## src/design/dma_pkg.sv

```systemverilog
//--------------------------------------
// Shared definitions of the copy engine
// Bus and length widths, queue depths
// AXI response codes and job types
//--------------------------------------

package dma_pkg;

    //--------------------------------------
    // Widths
    //--------------------------------------
    localparam int unsigned ADDR_W        = 32;
    localparam int unsigned DATA_W        = 32;
    localparam int unsigned STRB_W        = DATA_W / 8;
    // Byte offset within a bus word
    localparam int unsigned WORD_OFFSET_W = 2;
    // Word address, byte offset stripped
    localparam int unsigned WADDR_W       = ADDR_W - WORD_OFFSET_W;
    localparam int unsigned LEN_W         = 16;
    localparam int unsigned WORDS_W       = LEN_W - WORD_OFFSET_W;

    //--------------------------------------
    // Depths
    //--------------------------------------
    // Word buffer between read and write side
    localparam int unsigned BUF_DEPTH     = 4;
    // Each of the two job queues
    localparam int unsigned JOB_DEPTH     = 2;

    // AXI response codes
    localparam logic [1:0] AXI_RESP_OKAY   = 2'b00;
    localparam logic [1:0] AXI_RESP_SLVERR = 2'b10;

    // Read job, one per accepted non-empty request
    typedef struct packed {
        logic [WADDR_W-1:0] addr;
        logic [WORDS_W-1:0] words;
    } rd_job_t;

    // Write job, one per accepted request
    typedef struct packed {
        logic [WADDR_W-1:0] addr;
        logic [WORDS_W-1:0] words;
        logic               last;
        // Zero-length request, answered without bus traffic
        logic               reject;
    } wr_job_t;

endpackage

```

## src/design/dma_stream_fifo.sv

```systemverilog
//--------------------------------------
// Valid/ready FIFO, generic payload
// Circular buffer, pointers and a count
//--------------------------------------

module dma_stream_fifo #(
    parameter int unsigned DEPTH = 2,
    parameter type         payload_t = logic
) (
    input  logic     clk_i,
    input  logic     reset_i,
    input  logic     in_valid_i,
    output logic     in_ready_o,
    input  payload_t in_data_i,
    output logic     out_valid_o,
    input  logic     out_ready_i,
    output payload_t out_data_o
);

    localparam int unsigned PTR_W = (DEPTH > 1) ? $clog2(DEPTH) : 1;
    localparam int unsigned CNT_W = $clog2(DEPTH + 1);

    // Storage, no reset needed on payload
    payload_t mem_q [DEPTH];

    logic [PTR_W-1:0] wr_ptr_q;
    logic [PTR_W-1:0] rd_ptr_q;
    logic [CNT_W-1:0] count_q;
    logic             push;
    logic             pop;

    // Full blocks the writer, empty hides the output
    assign in_ready_o  = count_q != CNT_W'(DEPTH);
    assign out_valid_o = count_q != '0;
    assign out_data_o  = mem_q[rd_ptr_q];

    assign push = in_valid_i & in_ready_o;
    assign pop  = out_valid_o & out_ready_i;

    // Pointers wrap at DEPTH, count tracks occupancy
    always_ff @(posedge clk_i) begin
        if (reset_i) begin
            wr_ptr_q <= '0;
            rd_ptr_q <= '0;
            count_q  <= '0;
        end else begin
            if (push) begin
                wr_ptr_q <= (wr_ptr_q == PTR_W'(DEPTH - 1)) ? '0 : wr_ptr_q + 1'b1;
            end
            if (pop) begin
                rd_ptr_q <= (rd_ptr_q == PTR_W'(DEPTH - 1)) ? '0 : rd_ptr_q + 1'b1;
            end
            // Simultaneous push and pop leave the count alone
            if (push & ~pop) begin
                count_q <= count_q + 1'b1;
            end else if (pop & ~push) begin
                count_q <= count_q - 1'b1;
            end
        end
    end

    always_ff @(posedge clk_i) begin
        if (push) begin
            mem_q[wr_ptr_q] <= in_data_i;
        end
    end

endmodule

```

## src/design/dma_legalizer.sv

```systemverilog
//--------------------------------------
// Request legalizer
// Splits a request into read and write jobs
// Rejects requests of zero words
//--------------------------------------

module dma_legalizer (
    input  logic                      clk_i,
    input  logic                      reset_i,
    // Request side
    input  logic                      req_valid_i,
    output logic                      req_ready_o,
    input  logic [dma_pkg::ADDR_W-1:0] req_src_addr_i,
    input  logic [dma_pkg::ADDR_W-1:0] req_dst_addr_i,
    input  logic [dma_pkg::LEN_W-1:0]  req_length_i,
    input  logic                      req_last_i,
    // Read job side
    output logic                      rd_valid_o,
    input  logic                      rd_ready_i,
    output dma_pkg::rd_job_t          rd_job_o,
    // Write job side
    output logic                      wr_valid_o,
    input  logic                      wr_ready_i,
    output dma_pkg::wr_job_t          wr_job_o,
    output logic                      busy_o
);

    import dma_pkg::*;

    logic                req_hs;
    logic [WORDS_W-1:0]  words;
    logic                is_empty;

    // One pending flag per side, so each is accepted on its own
    logic    rd_pend_q;
    logic    wr_pend_q;
    rd_job_t rd_job_q;
    wr_job_t wr_job_q;

    //--------------------------------------
    // Length conversion
    //--------------------------------------
    // Byte count to whole words, low bits dropped
    assign words    = req_length_i[LEN_W-1:WORD_OFFSET_W];
    assign is_empty = words == '0;

    // New request only once both jobs of the previous one left
    assign req_ready_o = ~rd_pend_q & ~wr_pend_q;
    assign req_hs      = req_valid_i & req_ready_o;

    assign rd_valid_o = rd_pend_q;
    assign wr_valid_o = wr_pend_q;
    assign rd_job_o   = rd_job_q;
    assign wr_job_o   = wr_job_q;
    assign busy_o     = rd_pend_q | wr_pend_q;

    //--------------------------------------
    // Pending flags
    //--------------------------------------
    always_ff @(posedge clk_i) begin
        if (reset_i) begin
            rd_pend_q <= 1'b0;
            wr_pend_q <= 1'b0;
        end else if (req_hs) begin
            // Empty request skips the read side entirely
            rd_pend_q <= ~is_empty;
            wr_pend_q <= 1'b1;
        end else begin
            if (rd_ready_i) begin
                rd_pend_q <= 1'b0;
            end
            if (wr_ready_i) begin
                wr_pend_q <= 1'b0;
            end
        end
    end

    // Job payloads
    always_ff @(posedge clk_i) begin
        if (req_hs) begin
            rd_job_q.addr    <= req_src_addr_i[ADDR_W-1:WORD_OFFSET_W];
            rd_job_q.words   <= words;
            wr_job_q.addr    <= req_dst_addr_i[ADDR_W-1:WORD_OFFSET_W];
            wr_job_q.words   <= words;
            wr_job_q.last    <= req_last_i;
            wr_job_q.reject  <= is_empty;
        end
    end

endmodule

```

## src/design/dma_read_engine.sv

```systemverilog
//--------------------------------------
// Read engine
// AR and R of the AXI4-Lite port
// Pushes words and read errors to buffer
//--------------------------------------

module dma_read_engine (
    input  logic                        clk_i,
    input  logic                        reset_i,
    // Read job queue
    input  logic                        job_valid_i,
    output logic                        job_ready_o,
    input  dma_pkg::rd_job_t            job_i,
    // Word buffer, read error bit on top
    output logic                        buf_valid_o,
    input  logic                        buf_ready_i,
    output logic [dma_pkg::DATA_W:0]    buf_data_o,
    // AXI4-Lite read channels
    output logic [dma_pkg::ADDR_W-1:0]  m_axi_araddr_o,
    output logic                        m_axi_arvalid_o,
    input  logic                        m_axi_arready_i,
    input  logic [dma_pkg::DATA_W-1:0]  m_axi_rdata_i,
    input  logic [1:0]                  m_axi_rresp_i,
    input  logic                        m_axi_rvalid_i,
    output logic                        m_axi_rready_o,
    output logic                        busy_o
);

    import dma_pkg::*;

    typedef enum logic [1:0] {RD_IDLE, RD_ADDR, RD_DATA} rd_state_e;

    rd_state_e          state_q;
    logic [WADDR_W-1:0] addr_q;
    logic [WORDS_W-1:0] count_q;
    logic               ar_hs;
    logic               r_hs;

    // AR waits for a free buffer slot, only this engine fills it
    assign m_axi_arvalid_o = (state_q == RD_ADDR) & buf_ready_i;
    assign m_axi_araddr_o  = {addr_q, {WORD_OFFSET_W{1'b0}}};
    assign ar_hs           = m_axi_arvalid_o & m_axi_arready_i;

    // R goes straight into the buffer
    assign m_axi_rready_o = (state_q == RD_DATA) & buf_ready_i;
    assign r_hs           = m_axi_rvalid_i & m_axi_rready_o;
    assign buf_valid_o    = (state_q == RD_DATA) & m_axi_rvalid_i;
    assign buf_data_o     = {m_axi_rresp_i != AXI_RESP_OKAY, m_axi_rdata_i};

    // Job stays at the queue head until its last R
    assign job_ready_o = r_hs & (count_q == WORDS_W'(1));
    assign busy_o      = state_q != RD_IDLE;

    always_ff @(posedge clk_i) begin
        if (reset_i) begin
            state_q <= RD_IDLE;
        end else begin
            case (state_q)
                RD_IDLE: if (job_valid_i) state_q <= RD_ADDR;
                RD_ADDR: if (ar_hs) state_q <= RD_DATA;
                RD_DATA: begin
                    if (r_hs) begin
                        state_q <= job_ready_o ? RD_IDLE : RD_ADDR;
                    end
                end
                default: state_q <= RD_IDLE;
            endcase
        end
    end

    // Address and remaining words
    always_ff @(posedge clk_i) begin
        if (state_q == RD_IDLE && job_valid_i) begin
            addr_q  <= job_i.addr;
            count_q <= job_i.words;
        end else if (r_hs) begin
            addr_q  <= addr_q + 1'b1;
            count_q <= count_q - 1'b1;
        end
    end

endmodule

```

## src/design/dma_write_engine.sv

```systemverilog
//--------------------------------------
// Write engine
// AW, W and B of the AXI4-Lite port
// One response per write job
//--------------------------------------

module dma_write_engine (
    input  logic                        clk_i,
    input  logic                        reset_i,
    // Write job queue
    input  logic                        job_valid_i,
    output logic                        job_ready_o,
    input  dma_pkg::wr_job_t            job_i,
    // Word buffer
    input  logic                        buf_valid_i,
    output logic                        buf_ready_o,
    input  logic [dma_pkg::DATA_W:0]    buf_data_i,
    // AXI4-Lite write channels
    output logic [dma_pkg::ADDR_W-1:0]  m_axi_awaddr_o,
    output logic                        m_axi_awvalid_o,
    input  logic                        m_axi_awready_i,
    output logic [dma_pkg::DATA_W-1:0]  m_axi_wdata_o,
    output logic [dma_pkg::STRB_W-1:0]  m_axi_wstrb_o,
    output logic                        m_axi_wvalid_o,
    input  logic                        m_axi_wready_i,
    input  logic [1:0]                  m_axi_bresp_i,
    input  logic                        m_axi_bvalid_i,
    output logic                        m_axi_bready_o,
    // Response
    output logic                        rsp_valid_o,
    input  logic                        rsp_ready_i,
    output logic                        rsp_error_o,
    output logic                        rsp_last_o,
    output logic                        busy_o
);

    import dma_pkg::*;

    typedef enum logic [1:0] {WR_IDLE, WR_WRITE, WR_RESP, WR_REPORT} wr_state_e;

    wr_state_e          state_q;
    logic [WADDR_W-1:0] addr_q;
    logic [WORDS_W-1:0] count_q;
    logic               last_q;
    // Sticky error of the current job
    logic               err_q;
    logic               aw_done_q;
    logic               w_done_q;
    logic               aw_ok;
    logic               w_ok;

    //--------------------------------------
    // AW and W, each completes on its own
    //--------------------------------------
    assign m_axi_awvalid_o = (state_q == WR_WRITE) & buf_valid_i & ~aw_done_q;
    assign m_axi_wvalid_o  = (state_q == WR_WRITE) & buf_valid_i & ~w_done_q;
    assign m_axi_awaddr_o  = {addr_q, {WORD_OFFSET_W{1'b0}}};
    assign m_axi_wdata_o   = buf_data_i[DATA_W-1:0];
    // Full words only
    assign m_axi_wstrb_o   = '1;

    assign aw_ok = aw_done_q | (m_axi_awvalid_o & m_axi_awready_i);
    assign w_ok  = w_done_q | (m_axi_wvalid_o & m_axi_wready_i);

    // Word leaves the buffer once both channels took it
    assign buf_ready_o    = (state_q == WR_WRITE) & buf_valid_i & aw_ok & w_ok;
    assign m_axi_bready_o = state_q == WR_RESP;
    assign job_ready_o    = state_q == WR_IDLE;

    assign rsp_valid_o = state_q == WR_REPORT;
    assign rsp_error_o = err_q;
    assign rsp_last_o  = last_q;
    assign busy_o      = state_q != WR_IDLE;

    //--------------------------------------
    // FSM
    //--------------------------------------
    always_ff @(posedge clk_i) begin
        if (reset_i) begin
            state_q   <= WR_IDLE;
            err_q     <= 1'b0;
            aw_done_q <= 1'b0;
            w_done_q  <= 1'b0;
        end else begin
            case (state_q)
                WR_IDLE: begin
                    if (job_valid_i) begin
                        // Rejected job goes straight to its response
                        err_q   <= job_i.reject;
                        state_q <= job_i.reject ? WR_REPORT : WR_WRITE;
                    end
                end
                WR_WRITE: begin
                    if (buf_ready_o) begin
                        aw_done_q <= 1'b0;
                        w_done_q  <= 1'b0;
                        // Read error travels with the word
                        err_q     <= err_q | buf_data_i[DATA_W];
                        state_q   <= WR_RESP;
                    end else begin
                        aw_done_q <= aw_ok;
                        w_done_q  <= w_ok;
                    end
                end
                WR_RESP: begin
                    if (m_axi_bvalid_i) begin
                        err_q   <= err_q | (m_axi_bresp_i != AXI_RESP_OKAY);
                        state_q <= (count_q == WORDS_W'(1)) ? WR_REPORT : WR_WRITE;
                    end
                end
                WR_REPORT: if (rsp_ready_i) state_q <= WR_IDLE;
                default: state_q <= WR_IDLE;
            endcase
        end
    end

    // Destination address, remaining words, last flag
    always_ff @(posedge clk_i) begin
        if (state_q == WR_IDLE && job_valid_i) begin
            addr_q  <= job_i.addr;
            count_q <= job_i.words;
            last_q  <= job_i.last;
        end else if (m_axi_bready_o && m_axi_bvalid_i) begin
            addr_q  <= addr_q + 1'b1;
            count_q <= count_q - 1'b1;
        end
    end

endmodule

```

## src/design/dma_backend.sv

```systemverilog
//--------------------------------------
// Copy engine top level
// Legalizer, job queues, word buffer
// Read and write engines on AXI4-Lite
//--------------------------------------

module dma_backend (
    input  logic                        clk_i,
    input  logic                        reset_i,
    // Request
    input  logic                        req_valid_i,
    output logic                        req_ready_o,
    input  logic [dma_pkg::ADDR_W-1:0]  req_src_addr_i,
    input  logic [dma_pkg::ADDR_W-1:0]  req_dst_addr_i,
    input  logic [dma_pkg::LEN_W-1:0]   req_length_i,
    input  logic                        req_last_i,
    // Response
    output logic                        rsp_valid_o,
    input  logic                        rsp_ready_i,
    output logic                        rsp_error_o,
    output logic                        rsp_last_o,
    // AXI4-Lite manager
    output logic [dma_pkg::ADDR_W-1:0]  m_axi_araddr_o,
    output logic                        m_axi_arvalid_o,
    input  logic                        m_axi_arready_i,
    input  logic [dma_pkg::DATA_W-1:0]  m_axi_rdata_i,
    input  logic [1:0]                  m_axi_rresp_i,
    input  logic                        m_axi_rvalid_i,
    output logic                        m_axi_rready_o,
    output logic [dma_pkg::ADDR_W-1:0]  m_axi_awaddr_o,
    output logic                        m_axi_awvalid_o,
    input  logic                        m_axi_awready_i,
    output logic [dma_pkg::DATA_W-1:0]  m_axi_wdata_o,
    output logic [dma_pkg::STRB_W-1:0]  m_axi_wstrb_o,
    output logic                        m_axi_wvalid_o,
    input  logic                        m_axi_wready_i,
    input  logic [1:0]                  m_axi_bresp_i,
    input  logic                        m_axi_bvalid_i,
    output logic                        m_axi_bready_o,
    // Busy flags
    output logic                        busy_rd_o,
    output logic                        busy_wr_o
);

    import dma_pkg::*;

    // Legalizer to job queues
    logic    leg_rd_valid, leg_rd_ready, leg_wr_valid, leg_wr_ready, leg_busy;
    rd_job_t leg_rd_job;
    wr_job_t leg_wr_job;
    // Job queues to engines
    logic    rd_job_valid, rd_job_ready, wr_job_valid, wr_job_ready;
    rd_job_t rd_job;
    wr_job_t wr_job;
    // Word buffer, data plus read error
    logic              bin_valid, bin_ready, bout_valid, bout_ready;
    logic [DATA_W:0]   bin_data;
    logic [DATA_W:0]   bout_data;
    logic              rd_busy;

    dma_legalizer i_legalizer (
        .clk_i, .reset_i, .req_valid_i, .req_ready_o,
        .req_src_addr_i, .req_dst_addr_i, .req_length_i, .req_last_i,
        .rd_valid_o ( leg_rd_valid ), .rd_ready_i ( leg_rd_ready ), .rd_job_o ( leg_rd_job ),
        .wr_valid_o ( leg_wr_valid ), .wr_ready_i ( leg_wr_ready ), .wr_job_o ( leg_wr_job ),
        .busy_o     ( leg_busy     )
    );

    //--------------------------------------
    // Decoupling queues
    //--------------------------------------
    dma_stream_fifo #(.DEPTH(JOB_DEPTH), .payload_t(rd_job_t)) i_rd_job_fifo (
        .clk_i, .reset_i,
        .in_valid_i  ( leg_rd_valid ), .in_ready_o  ( leg_rd_ready ), .in_data_i  ( leg_rd_job ),
        .out_valid_o ( rd_job_valid ), .out_ready_i ( rd_job_ready ), .out_data_o ( rd_job     )
    );

    dma_stream_fifo #(.DEPTH(JOB_DEPTH), .payload_t(wr_job_t)) i_wr_job_fifo (
        .clk_i, .reset_i,
        .in_valid_i  ( leg_wr_valid ), .in_ready_o  ( leg_wr_ready ), .in_data_i  ( leg_wr_job ),
        .out_valid_o ( wr_job_valid ), .out_ready_i ( wr_job_ready ), .out_data_o ( wr_job     )
    );

    dma_stream_fifo #(.DEPTH(BUF_DEPTH), .payload_t(logic [DATA_W:0])) i_buf_fifo (
        .clk_i, .reset_i,
        .in_valid_i  ( bin_valid  ), .in_ready_o  ( bin_ready  ), .in_data_i  ( bin_data  ),
        .out_valid_o ( bout_valid ), .out_ready_i ( bout_ready ), .out_data_o ( bout_data )
    );

    //--------------------------------------
    // Engines
    //--------------------------------------
    dma_read_engine i_read_engine (
        .clk_i, .reset_i,
        .job_valid_i ( rd_job_valid ), .job_ready_o ( rd_job_ready ), .job_i ( rd_job ),
        .buf_valid_o ( bin_valid    ), .buf_ready_i ( bin_ready    ), .buf_data_o ( bin_data ),
        .m_axi_araddr_o, .m_axi_arvalid_o, .m_axi_arready_i,
        .m_axi_rdata_i, .m_axi_rresp_i, .m_axi_rvalid_i, .m_axi_rready_o,
        .busy_o      ( rd_busy      )
    );

    dma_write_engine i_write_engine (
        .clk_i, .reset_i,
        .job_valid_i ( wr_job_valid ), .job_ready_o ( wr_job_ready ), .job_i ( wr_job ),
        .buf_valid_i ( bout_valid   ), .buf_ready_o ( bout_ready   ), .buf_data_i ( bout_data ),
        .m_axi_awaddr_o, .m_axi_awvalid_o, .m_axi_awready_i,
        .m_axi_wdata_o, .m_axi_wstrb_o, .m_axi_wvalid_o, .m_axi_wready_i,
        .m_axi_bresp_i, .m_axi_bvalid_i, .m_axi_bready_o,
        .rsp_valid_o, .rsp_ready_i, .rsp_error_o, .rsp_last_o,
        .busy_o      ( busy_wr_o    )
    );

    // Read side covers legalizer and read engine
    assign busy_rd_o = leg_busy | rd_busy;

endmodule

```

## config.mk

```make
export PLATFORM = sky130hd
export DESIGN_NAME = dma_backend
export DESIGN_NICKNAME = d
export VERILOG_FILES = /design/src/design/dma_pkg.sv /design/src/design/dma_stream_fifo.sv /design/src/design/dma_legalizer.sv /design/src/design/dma_read_engine.sv /design/src/design/dma_write_engine.sv /design/src/design/dma_backend.sv
export SDC_FILE = /design/constraint.sdc
export NUM_CORES = 1
export LEC_CHECK = 0
export ABC_AREA = 1
export BUFFER_PORTS_ARGS = -buffer_cell sky130_fd_sc_hd__buf_2
export CAP_MARGIN = 0
export CORE_MARGIN = 3
export CORE_UTILIZATION = 37
export DETAILED_ROUTE_END_ITERATION = 8
export GPL_ROUTABILITY_DRIVEN = 0
export PLACE_DENSITY = 0.6
export SLEW_MARGIN = 20
export SYNTH_ARGS = -nofsm -noshare
export SYNTH_HDL_FRONTEND = slang
export SYNTH_SLANG_ARGS = --single-unit
```

## constraint.sdc

```tcl
create_clock -name clk_i -period 4.1 [get_ports clk_i]
set_input_delay 0.205 -clock clk_i [delete_from_list [all_inputs] [get_ports clk_i]]
set_output_delay 0.205 -clock clk_i [all_outputs]
set_load 0.05 [all_outputs]
```

==> results of run 1 <==
==> power groups by stage <==
stage	sequential [µW]	combinational, µW	clock [µW]
2_1_floorplan	7740	1870	0
3_3_place_gp	7090	3510	0
3_5_place_dp	7110	3570	0
4_1_cts	7010	3670	4790
5_1_grt	7070	4000	5010
6_report	7010	3620	4650
==> final cells by class <==
type | count | area, µm² | share of cell area
clock buffers | 61 | 1335 | 0.05193
clock inverters | 34 | 347.8 | 0.01353
inverters | 96 | 361.6 | 0.01407
multi-input cells | 1093 | 5393 | 0.2098
flip-flops and latches | 505 | 14890 | 0.5791
well taps | 748 | 935.9 | 0.03641
repair buffers | 361 | 2447 | 0.09520
==> stage by stage <==
step                instances  setup slack (ns)
floorplan                1761            0.9192
global placement         2686             1.784
detailed placement       2686             1.767
CTS                      2898             1.207
global route             2898             1.026
finish                   2898             1.229
==> how the worst max path moves through the flow <==
stage,start,to,depth (start not counted)
2_1_floorplan,i_legalizer.rd_valid_o$_SDFFE_PP0P_,i_legalizer.rd_job_o[0]$_DFFE_PP_,3
3_3_place_gp,i_buf_fifo.count_q[0]$_SDFFE_PP0P_,i_read_engine.addr_q[1]$_DFFE_PP_,4
3_5_place_dp,flip-flop,i_write_engine.count_q[1]$_DFFE_PP_,5
4_1_cts,flip-flop,m_axi_wdata_o[25],6
5_1_grt,flip-flop,m_axi_wdata_o[25],6
6_report,flip-flop,m_axi_wdata_o[25],6
==> per-layer routing <==
metal,part of all wire,global-route usage
met1,0.46,0.2189
met2,0.47,0.2652
met3,0.053,0.02818
met4,0.022,0.04499
met5,0,0
==> critical path: stages (launching register included) <==
cell	delay (ns)
dfxtp_2	0.31
buf_4	0.31
inv_1	0.12
buf_4	0.56
o21ai_0	0.17
o22ai_1	0.23
buf_2	0.31
==> registers in the layout, summed over array words and instances (netlist names), 2 cells and up, named ones only <==
name and flops:
i_legalizer.rd_job_o 44, i_wr_job_fifo.count_q 2, i_buf_fifo.count_q 3, i_write_engine.count_q 14, i_buf_fifo.rd_ptr_q 2, i_read_engine.addr_q 30
i_write_engine.addr_q 30, i_read_engine.state_q 2, i_wr_job_fifo.mem_q 92, i_rd_job_fifo.mem_q 88, i_buf_fifo.wr_ptr_q 2, i_rd_job_fifo.count_q 2
i_legalizer.wr_job_o 32, i_read_engine.count_q 14, i_buf_fifo.mem_q 132, i_write_engine.state_q 2
==> synth_stat cells, drive strengths merged (4+ instances only) <==
| cell type | number | area, µm² |
|---|---|---|
| nor3b | 4 | 30.03 |
| o31ai | 5 | 37.54 |
| nand4 | 13 | 81.33 |
| or2 | 22 | 137.6 |
| nand2 | 437 | 1650 |
| a21o | 8 | 60.06 |
| nand3 | 34 | 180.2 |
| ha | 18 | 225.2 |
| dfxtp | 28 | 560.5 |
| o21ai | 109 | 545.5 |
| a32oi | 4 | 35.03 |
| xor2 | 33 | 289.0 |
| xnor2 | 19 | 166.4 |
| nor2 | 229 | 882.1 |
| o32ai | 5 | 43.79 |
| nor3 | 26 | 170.2 |
| buf | 31 | 171.4 |
| o211ai | 16 | 120.1 |
| edfxtp | 477 | 14320 |
| nand3b | 8 | 60.06 |
| a21oi | 32 | 163.9 |
| inv | 96 | 360.3 |
| clkbuf | 36 | 135.1 |
| o22ai | 32 | 200.2 |
| a31oi | 17 | 106.4 |
==> logic make-up after synthesis <==
| kind of cell | count (synthesis) |
|---|---|
| xor gates and xnor gates | 52 |
| muxes | 1 |
| adders and majority gates | 19 |
| AOI/OAI and AO/OA | 234 |
| buffers and inverters | 163 |
| DFF | 505 |
| other | 2 |
| and+or+nand+nor | 779 |
==> timing repair <==
| action | 4_1_cts | 5_1_grt |
|---|---|---|
| hold buffers | 117 | 0 |
| hold endpoints to repair | 218 | 0 |
| setup endpoints to repair | 0 | 0 |
==> impl_metrics.xml, run 1 <==
<?xml version="1.0" encoding="UTF-8"?>
<metrics>
  <group name="global_routing">
    <metric name="grt_overflow_total" unit="">0</metric>
    <metric name="grt_max_degree" unit="">68</metric>
    <metric name="grt_pass1_vias" unit="">13640</metric>
    <metric name="grt_use_total" unit="">0.1606</metric>
    <metric name="grt_pass1_wl" unit="mm">76.02</metric>
    <metric name="grt_antenna_before_repair" unit="">0</metric>
  </group>
  <group name="sta">
    <metric name="finalHoldWorstSlack" unit="ns">0.09039</metric>
    <metric name="timing.final.crit_period" unit="ns">2.871</metric>
    <metric name="achievable_frequency" unit="MHz">348.3</metric>
    <metric name="slew_viol_final" unit="">0</metric>
    <metric name="timing.max_slew.rel_slack" unit="">0.4085</metric>
    <metric name="grt_setup_unrepaired" unit="">false</metric>
    <metric name="hold_violations" unit="">0</metric>
    <metric name="fin_skew" unit="ns">0.01621</metric>
    <metric name="layout_worst_path_cycle_share" unit="">0.7002</metric>
    <metric name="final.setup.tns" unit="ns">0</metric>
    <metric name="timing_worst_slew_pin_value" unit="ns">0.8859</metric>
    <metric name="endpoints_failing_setup" unit="">0</metric>
  </group>
  <group name="power_and_ir_drop">
    <metric name="power.sequential.fraction" unit="">0.459</metric>
    <metric name="worst_ir_drop_vdd" unit="mV">0.3200</metric>
    <metric name="leakage" unit="µW">0.009679</metric>
    <metric name="design_power_total" unit="µW">15270</metric>
    <metric name="switching_power" unit="µW">5101</metric>
    <metric name="p_int" unit="µW">10170</metric>
    <metric name="swShare" unit="">0.3340</metric>
    <metric name="powerDensity" unit="nW/µm²">594.2</metric>
    <metric name="power.combinational.fraction" unit="">0.237</metric>
    <metric name="clock_power_share" unit="">0.305</metric>
  </group>
  <group name="final_layout">
    <metric name="post_route_cells_drive_above_1_share" unit="">0.1767</metric>
    <metric name="nNetsFinal" unit="">2254</metric>
    <metric name="final_non_filler_cell_area" unit="µm²">25710</metric>
    <metric name="layout-area-overhead-vs-synth" unit="%">23.24</metric>
    <metric name="mostFrequentLayoutCell" unit="">edfxtp_1</metric>
    <metric name="diodes" unit="">0</metric>
    <metric name="filler_cell_count" unit="">5022</metric>
    <metric name="layout.cells.most_common_list" unit="">477 x edfxtp_1, 431 x nand2_1, 222 x buf_2, 214 x nor2_1, 117 x dlygate4sd3_1</metric>
    <metric name="finalCoreUtilization" unit="">0.4639</metric>
  </group>
  <group name="setup_path">
    <metric name="critPathRequiredTime" unit="ns">3.89</metric>
    <metric name="cp_max_fo" unit="">67</metric>
    <metric name="r2r-end" unit="">i_read_engine.state_q[0]$_SDFFE_PP0P_</metric>
    <metric name="arrival" unit="ns">2.67</metric>
    <metric name="endpoint_kind" unit="">primary output</metric>
    <metric name="r2r_cells" unit="">7</metric>
    <metric name="timing.critical_path.from_type" unit="">flip-flop</metric>
    <metric name="crit_type" unit="">flip-flop to primary output</metric>
    <metric name="reg2reg_slack" unit="ns">1.69</metric>
    <metric name="worst_r2r_startpoint" unit="">i_buf_fifo.count_q[0]$_SDFFE_PP0P_</metric>
  </group>
  <group name="clock_network">
    <metric name="cts_num_sinks" unit="">505</metric>
    <metric name="tritoncts" unit="">yes</metric>
    <metric name="number_of_gates_resized_after_cts" unit="">0</metric>
    <metric name="clk_pin_slew" unit="ns">0.06</metric>
    <metric name="clock_tree.root_cell" unit="">clkbuf_16</metric>
    <metric name="postCtsSetupRepairBufs" unit="">0</metric>
    <metric name="cts_inserted_buffers" unit="">52</metric>
    <metric name="clock_tree.buffer_depth" unit="">3</metric>
    <metric name="worstSkewPairLatency" unit="ns">0.61</metric>
    <metric name="htreeDepth" unit="">2</metric>
  </group>
  <group name="outcome">
    <metric name="outcome" unit="">finished clean</metric>
  </group>
  <group name="yosys">
    <metric name="ys.flop_type" unit="">edfxtp_1</metric>
    <metric name="synth_top_family_by_area" unit="">simple AND/OR/NAND/NOR gates</metric>
    <metric name="yosysUniqueCellTypes" unit="">46</metric>
    <metric name="synth.area.mux_share" unit="">0.0004798</metric>
    <metric name="synth_area_per_cell" unit="µm²">11.89</metric>
    <metric name="postSynthRegisterBits" unit="">505</metric>
    <metric name="ys.warnings.count" unit="">0</metric>
    <metric name="synth_compound_gate_area_share" unit="">0.06526</metric>
    <metric name="mappedNetlistArea" unit="µm²">20860</metric>
    <metric name="parity_gate_share_of_the_synthesized_area_counting_xor_and_xnor_cells" unit="">0.02183</metric>
    <metric name="syn_inst" unit="">1755</metric>
    <metric name="yosysSeqAreaShare" unit="">0.7135</metric>
    <metric name="yosys.area_share.simple" unit="">0.1548</metric>
    <metric name="synthArstFlopShare" unit="">0</metric>
    <metric name="synthAdderAreaFrac" unit="">0.01176</metric>
    <metric name="synth_edf_count" unit="">477</metric>
  </group>
  <group name="route">
    <metric name="routed_vias" unit="">13830</metric>
    <metric name="ant_nets" unit="">0</metric>
    <metric name="detail_route.wl_per_cell" unit="µm">16.62</metric>
    <metric name="first_pass_iters" unit="">5</metric>
    <metric name="wirelength" unit="mm">48.16</metric>
    <metric name="dr.first_iter.drc_count" unit="">962</metric>
    <metric name="drt_drc_violations_left" unit="">0</metric>
    <metric name="viasPerCell" unit="">4.773</metric>
  </group>
  <group name="worst_hold_path">
    <metric name="hp-class" unit="">input port to flip-flop</metric>
    <metric name="hold-path-endpoint" unit="">i_rd_job_fifo.rd_ptr_q$_SDFFE_PP0P_</metric>
    <metric name="hold_critical_path_depth" unit="">6</metric>
    <metric name="timing.hold.worst.start" unit="">m_axi_rvalid_i</metric>
  </group>
  <group name="placement">
    <metric name="io_buffer_count" unit="">222</metric>
    <metric name="place.detailed.hpwl" unit="mm">30.50</metric>
    <metric name="post_dp_cell_area" unit="µm²">22850</metric>
  </group>
  <group name="die">
    <metric name="dieArea" unit="µm²">59260</metric>
    <metric name="initial_utilization" unit="">0.3764</metric>
    <metric name="io-pin-count" unit="">237</metric>
    <metric name="die-width" unit="µm">243.4</metric>
    <metric name="die_y" unit="µm">243.4</metric>
    <metric name="core.rowCount" unit="">86</metric>
    <metric name="floorplan.core_area" unit="µm²">55420</metric>
  </group>
  <group name="run">
    <metric name="max-cap-violations" unit="">0</metric>
  </group>
</metrics>
Power figures use the tool's default switching activity.
==> run 2: changes to the inputs <==
--- a/config.mk
+++ b/config.mk
@@ -12,7 +12,7 @@
 export CORE_UTILIZATION = 37
 export DETAILED_ROUTE_END_ITERATION = 8
 export GPL_ROUTABILITY_DRIVEN = 0
-export PLACE_DENSITY = 0.6
+export PLACE_DENSITY = 0.62
 export SLEW_MARGIN = 20
 export SYNTH_ARGS = -nofsm -noshare
 export SYNTH_HDL_FRONTEND = slang
==> constraint.sdc (replaced) <==
create_clock -name clk_i -period 2.47 [get_ports clk_i]
set_input_delay 0.1235 -clock clk_i [delete_from_list [all_inputs] [get_ports clk_i]]
set_output_delay 0.1235 -clock clk_i [all_outputs]
set_load 0.05 [all_outputs]
==> impl_metrics.xml, run 2 (same netlist as run 1, synthesis figures left out) <==
<?xml version="1.0" encoding="UTF-8"?>
<metrics>
  <group name="clock_network">
    <metric name="htreeDepth" unit="">2</metric>
    <metric name="clk_pin_slew" unit="ns">0.06</metric>
    <metric name="tritoncts" unit="">yes</metric>
    <metric name="cts_num_sinks" unit="">505</metric>
    <metric name="worstSkewPairLatency" unit="ns">0.59</metric>
    <metric name="cts_inserted_buffers" unit="">52</metric>
    <metric name="clock_tree.root_cell" unit="">clkbuf_16</metric>
    <metric name="clock_tree.buffer_depth" unit="">3</metric>
  </group>
  <group name="worst_hold_path">
    <metric name="hold-path-endpoint" unit="">i_write_engine.state_q[1]$_SDFFE_PP0P_</metric>
    <metric name="hp-class" unit="">input port to flip-flop</metric>
    <metric name="hold_critical_path_depth" unit="">6</metric>
    <metric name="timing.hold.worst.start" unit="">m_axi_bvalid_i</metric>
  </group>
  <group name="final_layout">
    <metric name="layout.cells.most_common_list" unit="">477 x edfxtp_1, 431 x nand2_1, 222 x buf_2, 213 x nor2_1, 118 x dlygate4sd3_1</metric>
    <metric name="layoutNonFillerInstCount" unit="">2914</metric>
    <metric name="layout-area-overhead-vs-synth" unit="%">24.93</metric>
    <metric name="mostFrequentLayoutCell" unit="">edfxtp_1</metric>
    <metric name="largest_register_ffs" unit="">132</metric>
    <metric name="filler_cell_count" unit="">4945</metric>
    <metric name="top_register" unit="">i_buf_fifo.mem_q</metric>
    <metric name="post_route_cells_drive_above_1_share" unit="">0.1890</metric>
    <metric name="largest_registers" unit="">i_buf_fifo.mem_q: 132 flops, i_wr_job_fifo.mem_q: 92 flops, i_rd_job_fifo.mem_q: 88 flops</metric>
    <metric name="nNetsFinal" unit="">2266</metric>
  </group>
  <group name="power_and_ir_drop">
    <metric name="worst_ir_drop_vdd" unit="mV">0.6625</metric>
    <metric name="design_power_total" unit="µW">25890</metric>
    <metric name="powerDensity" unit="nW/µm²">993.4</metric>
    <metric name="leakage" unit="µW">0.009822</metric>
  </group>
  <group name="die">
    <metric name="core.rowCount" unit="">86</metric>
    <metric name="floorplan.core_area" unit="µm²">55420</metric>
    <metric name="dieArea" unit="µm²">59260</metric>
    <metric name="io-pin-count" unit="">237</metric>
    <metric name="die-width" unit="µm">243.4</metric>
    <metric name="initial_utilization" unit="">0.3764</metric>
    <metric name="die_y" unit="µm">243.4</metric>
  </group>
  <group name="sta">
    <metric name="endpoints_failing_setup" unit="">0</metric>
    <metric name="timing_worst_slew_pin_value" unit="ns">0.6708</metric>
    <metric name="fin_skew" unit="ns">0.01352</metric>
    <metric name="grt_setup_unrepaired" unit="">false</metric>
    <metric name="slew_viol_final" unit="">0</metric>
    <metric name="timing.final.crit_period" unit="ns">2.290</metric>
    <metric name="hold_violations" unit="">0</metric>
    <metric name="achievable_frequency" unit="MHz">436.7</metric>
    <metric name="finalHoldWorstSlack" unit="ns">0.1431</metric>
    <metric name="layout_worst_path_cycle_share" unit="">0.9271</metric>
    <metric name="timing.max_slew.rel_slack" unit="">0.5528</metric>
    <metric name="final.setup.tns" unit="ns">0</metric>
  </group>
  <group name="route">
    <metric name="drt_drc_violations_left" unit="">0</metric>
    <metric name="wirelength_met1" unit="mm">21.49</metric>
    <metric name="first_pass_iters" unit="">5</metric>
    <metric name="wirelength" unit="mm">48.02</metric>
    <metric name="viasPerCell" unit="">4.738</metric>
    <metric name="detail_route.wl_per_cell" unit="µm">16.48</metric>
    <metric name="routed-wl-met2" unit="mm">22.53</metric>
    <metric name="dr_wl_met3" unit="mm">2.751</metric>
    <metric name="routed_vias" unit="">13810</metric>
    <metric name="ant_nets" unit="">0</metric>
    <metric name="topRoutingLayerUsed" unit="">met4</metric>
    <metric name="dr.first_iter.drc_count" unit="">881</metric>
  </group>
  <group name="setup_path">
    <metric name="reg2reg_slack" unit="ns">0.24</metric>
    <metric name="critPathTopFamily" unit="">buffers and inverters</metric>
    <metric name="critPathRequiredTime" unit="ns">2.35</metric>
    <metric name="crit_path_top_delay_cell" unit="">buf_2</metric>
    <metric name="arrival" unit="ns">2.17</metric>
    <metric name="critPathBufInv" unit="">4</metric>
    <metric name="critical_path.max_stage_delay" unit="ns">0.31</metric>
    <metric name="crit_type" unit="">flip-flop to primary output</metric>
    <metric name="r2r-end" unit="">i_buf_fifo.count_q[2]$_SDFFE_PP0P_</metric>
    <metric name="r2r_cells" unit="">12</metric>
    <metric name="cp_cell_sequence" unit="">buf_4, inv_1, buf_6, o21ai_0, o22ai_1, buf_2</metric>
    <metric name="worst_r2r_startpoint" unit="">i_write_engine.state_q[1]$_SDFFE_PP0P_</metric>
    <metric name="endpoint_kind" unit="">primary output</metric>
    <metric name="timing.critical_path.from_type" unit="">flip-flop</metric>
    <metric name="cp_max_fo" unit="">34</metric>
  </group>
  <group name="placement">
    <metric name="io_buffer_count" unit="">222</metric>
    <metric name="dp_cells" unit="">2697</metric>
    <metric name="place.detailed.hpwl" unit="mm">31.08</metric>
  </group>
  <group name="global_routing">
    <metric name="grt_pass1_wl" unit="mm">75.65</metric>
    <metric name="grt_antenna_before_repair" unit="">1</metric>
    <metric name="grt_overflow_total" unit="">0</metric>
    <metric name="grt_use_total" unit="">0.1605</metric>
    <metric name="grt_max_degree" unit="">67</metric>
    <metric name="grt_pass1_vias" unit="">13680</metric>
  </group>
  <group name="run">
    <metric name="max-cap-violations" unit="">0</metric>
  </group>
  <group name="outcome">
    <metric name="outcome" unit="">finished clean</metric>
  </group>
</metrics>
run 2: tightest hold or removal path, stage by stage:
cell,delay (ns)
buf_2,0.11
nor2_1,0.13
a31oi_1,0.11
nand4_1,0.11
nand2_1,0.05
nor2_1,0.07
run 2: layout make-up:
| cell class | instances | area (µm²) | share of cell area |
|---|---|---|---|
| well taps | 748 | 935.9 | 0.03591 |
| clock buffers | 56 | 1338 | 0.05132 |
| multi-input cells | 1093 | 5390 | 0.2068 |
| repair buffers | 373 | 2669 | 0.1024 |
| flip-flops and latches | 505 | 14890 | 0.5713 |
| inverters | 96 | 364.1 | 0.01397 |
| diodes | 2 | 5.005 | 0.0001920 |
| clock inverters | 41 | 470.5 | 0.01805 |
run 2: report_power, final:
group,internal [µW],switching (µW)
Clock,4810,3360
Combinational,1740,4360
Sequential,10800,822
Total,17300,8540
run 2: worst max-delay path by stage:
stage	endpoint	slack (ns)	depth (start not counted)
3_3_place_gp	i_rd_job_fifo.count_q[1]$_SDFFE_PP0P_	0.30	11
2_1_floorplan	i_buf_fifo.mem_q[3][0]$_DFFE_PP_	-0.14	7
3_5_place_dp	i_buf_fifo.count_q[2]$_SDFFE_PP0P_	0.23	12
4_1_cts	m_axi_wdata_o[7]	0.04	6
6_report	m_axi_wdata_o[7]	0.18	6
5_1_grt	i_buf_fifo.count_q[2]$_SDFFE_PP0P_	0.01	12
run 2: what timing repair did:
action,4_1_cts,5_1_grt
endpoints found under the setup margin,0,23
buffers inserted,0,0
hold buffers,118,0
resized for setup,0,4
endpoints found under the hold margin,219,0
run 2: routing by layer:
metal,vias up,GRT usage
met5,-,0
met4,0,0.05325
met3,75,0.02685
met2,392,0.2666
met1,6511,0.2148
li1,6829,-
run 2: metrics by stage:
stage	utilization	instance area (µm²)	setup WS, ns
5_1_grt	0.4702	26060	0.01451
3_5_place_dp	0.4161	23060	0.2325
2_1_floorplan	-	20900	-0.1381
3_3_place_gp	0.4161	23060	0.3006
6_report	0.4703	26060	0.1802
4_1_cts	0.4701	26050	0.03926
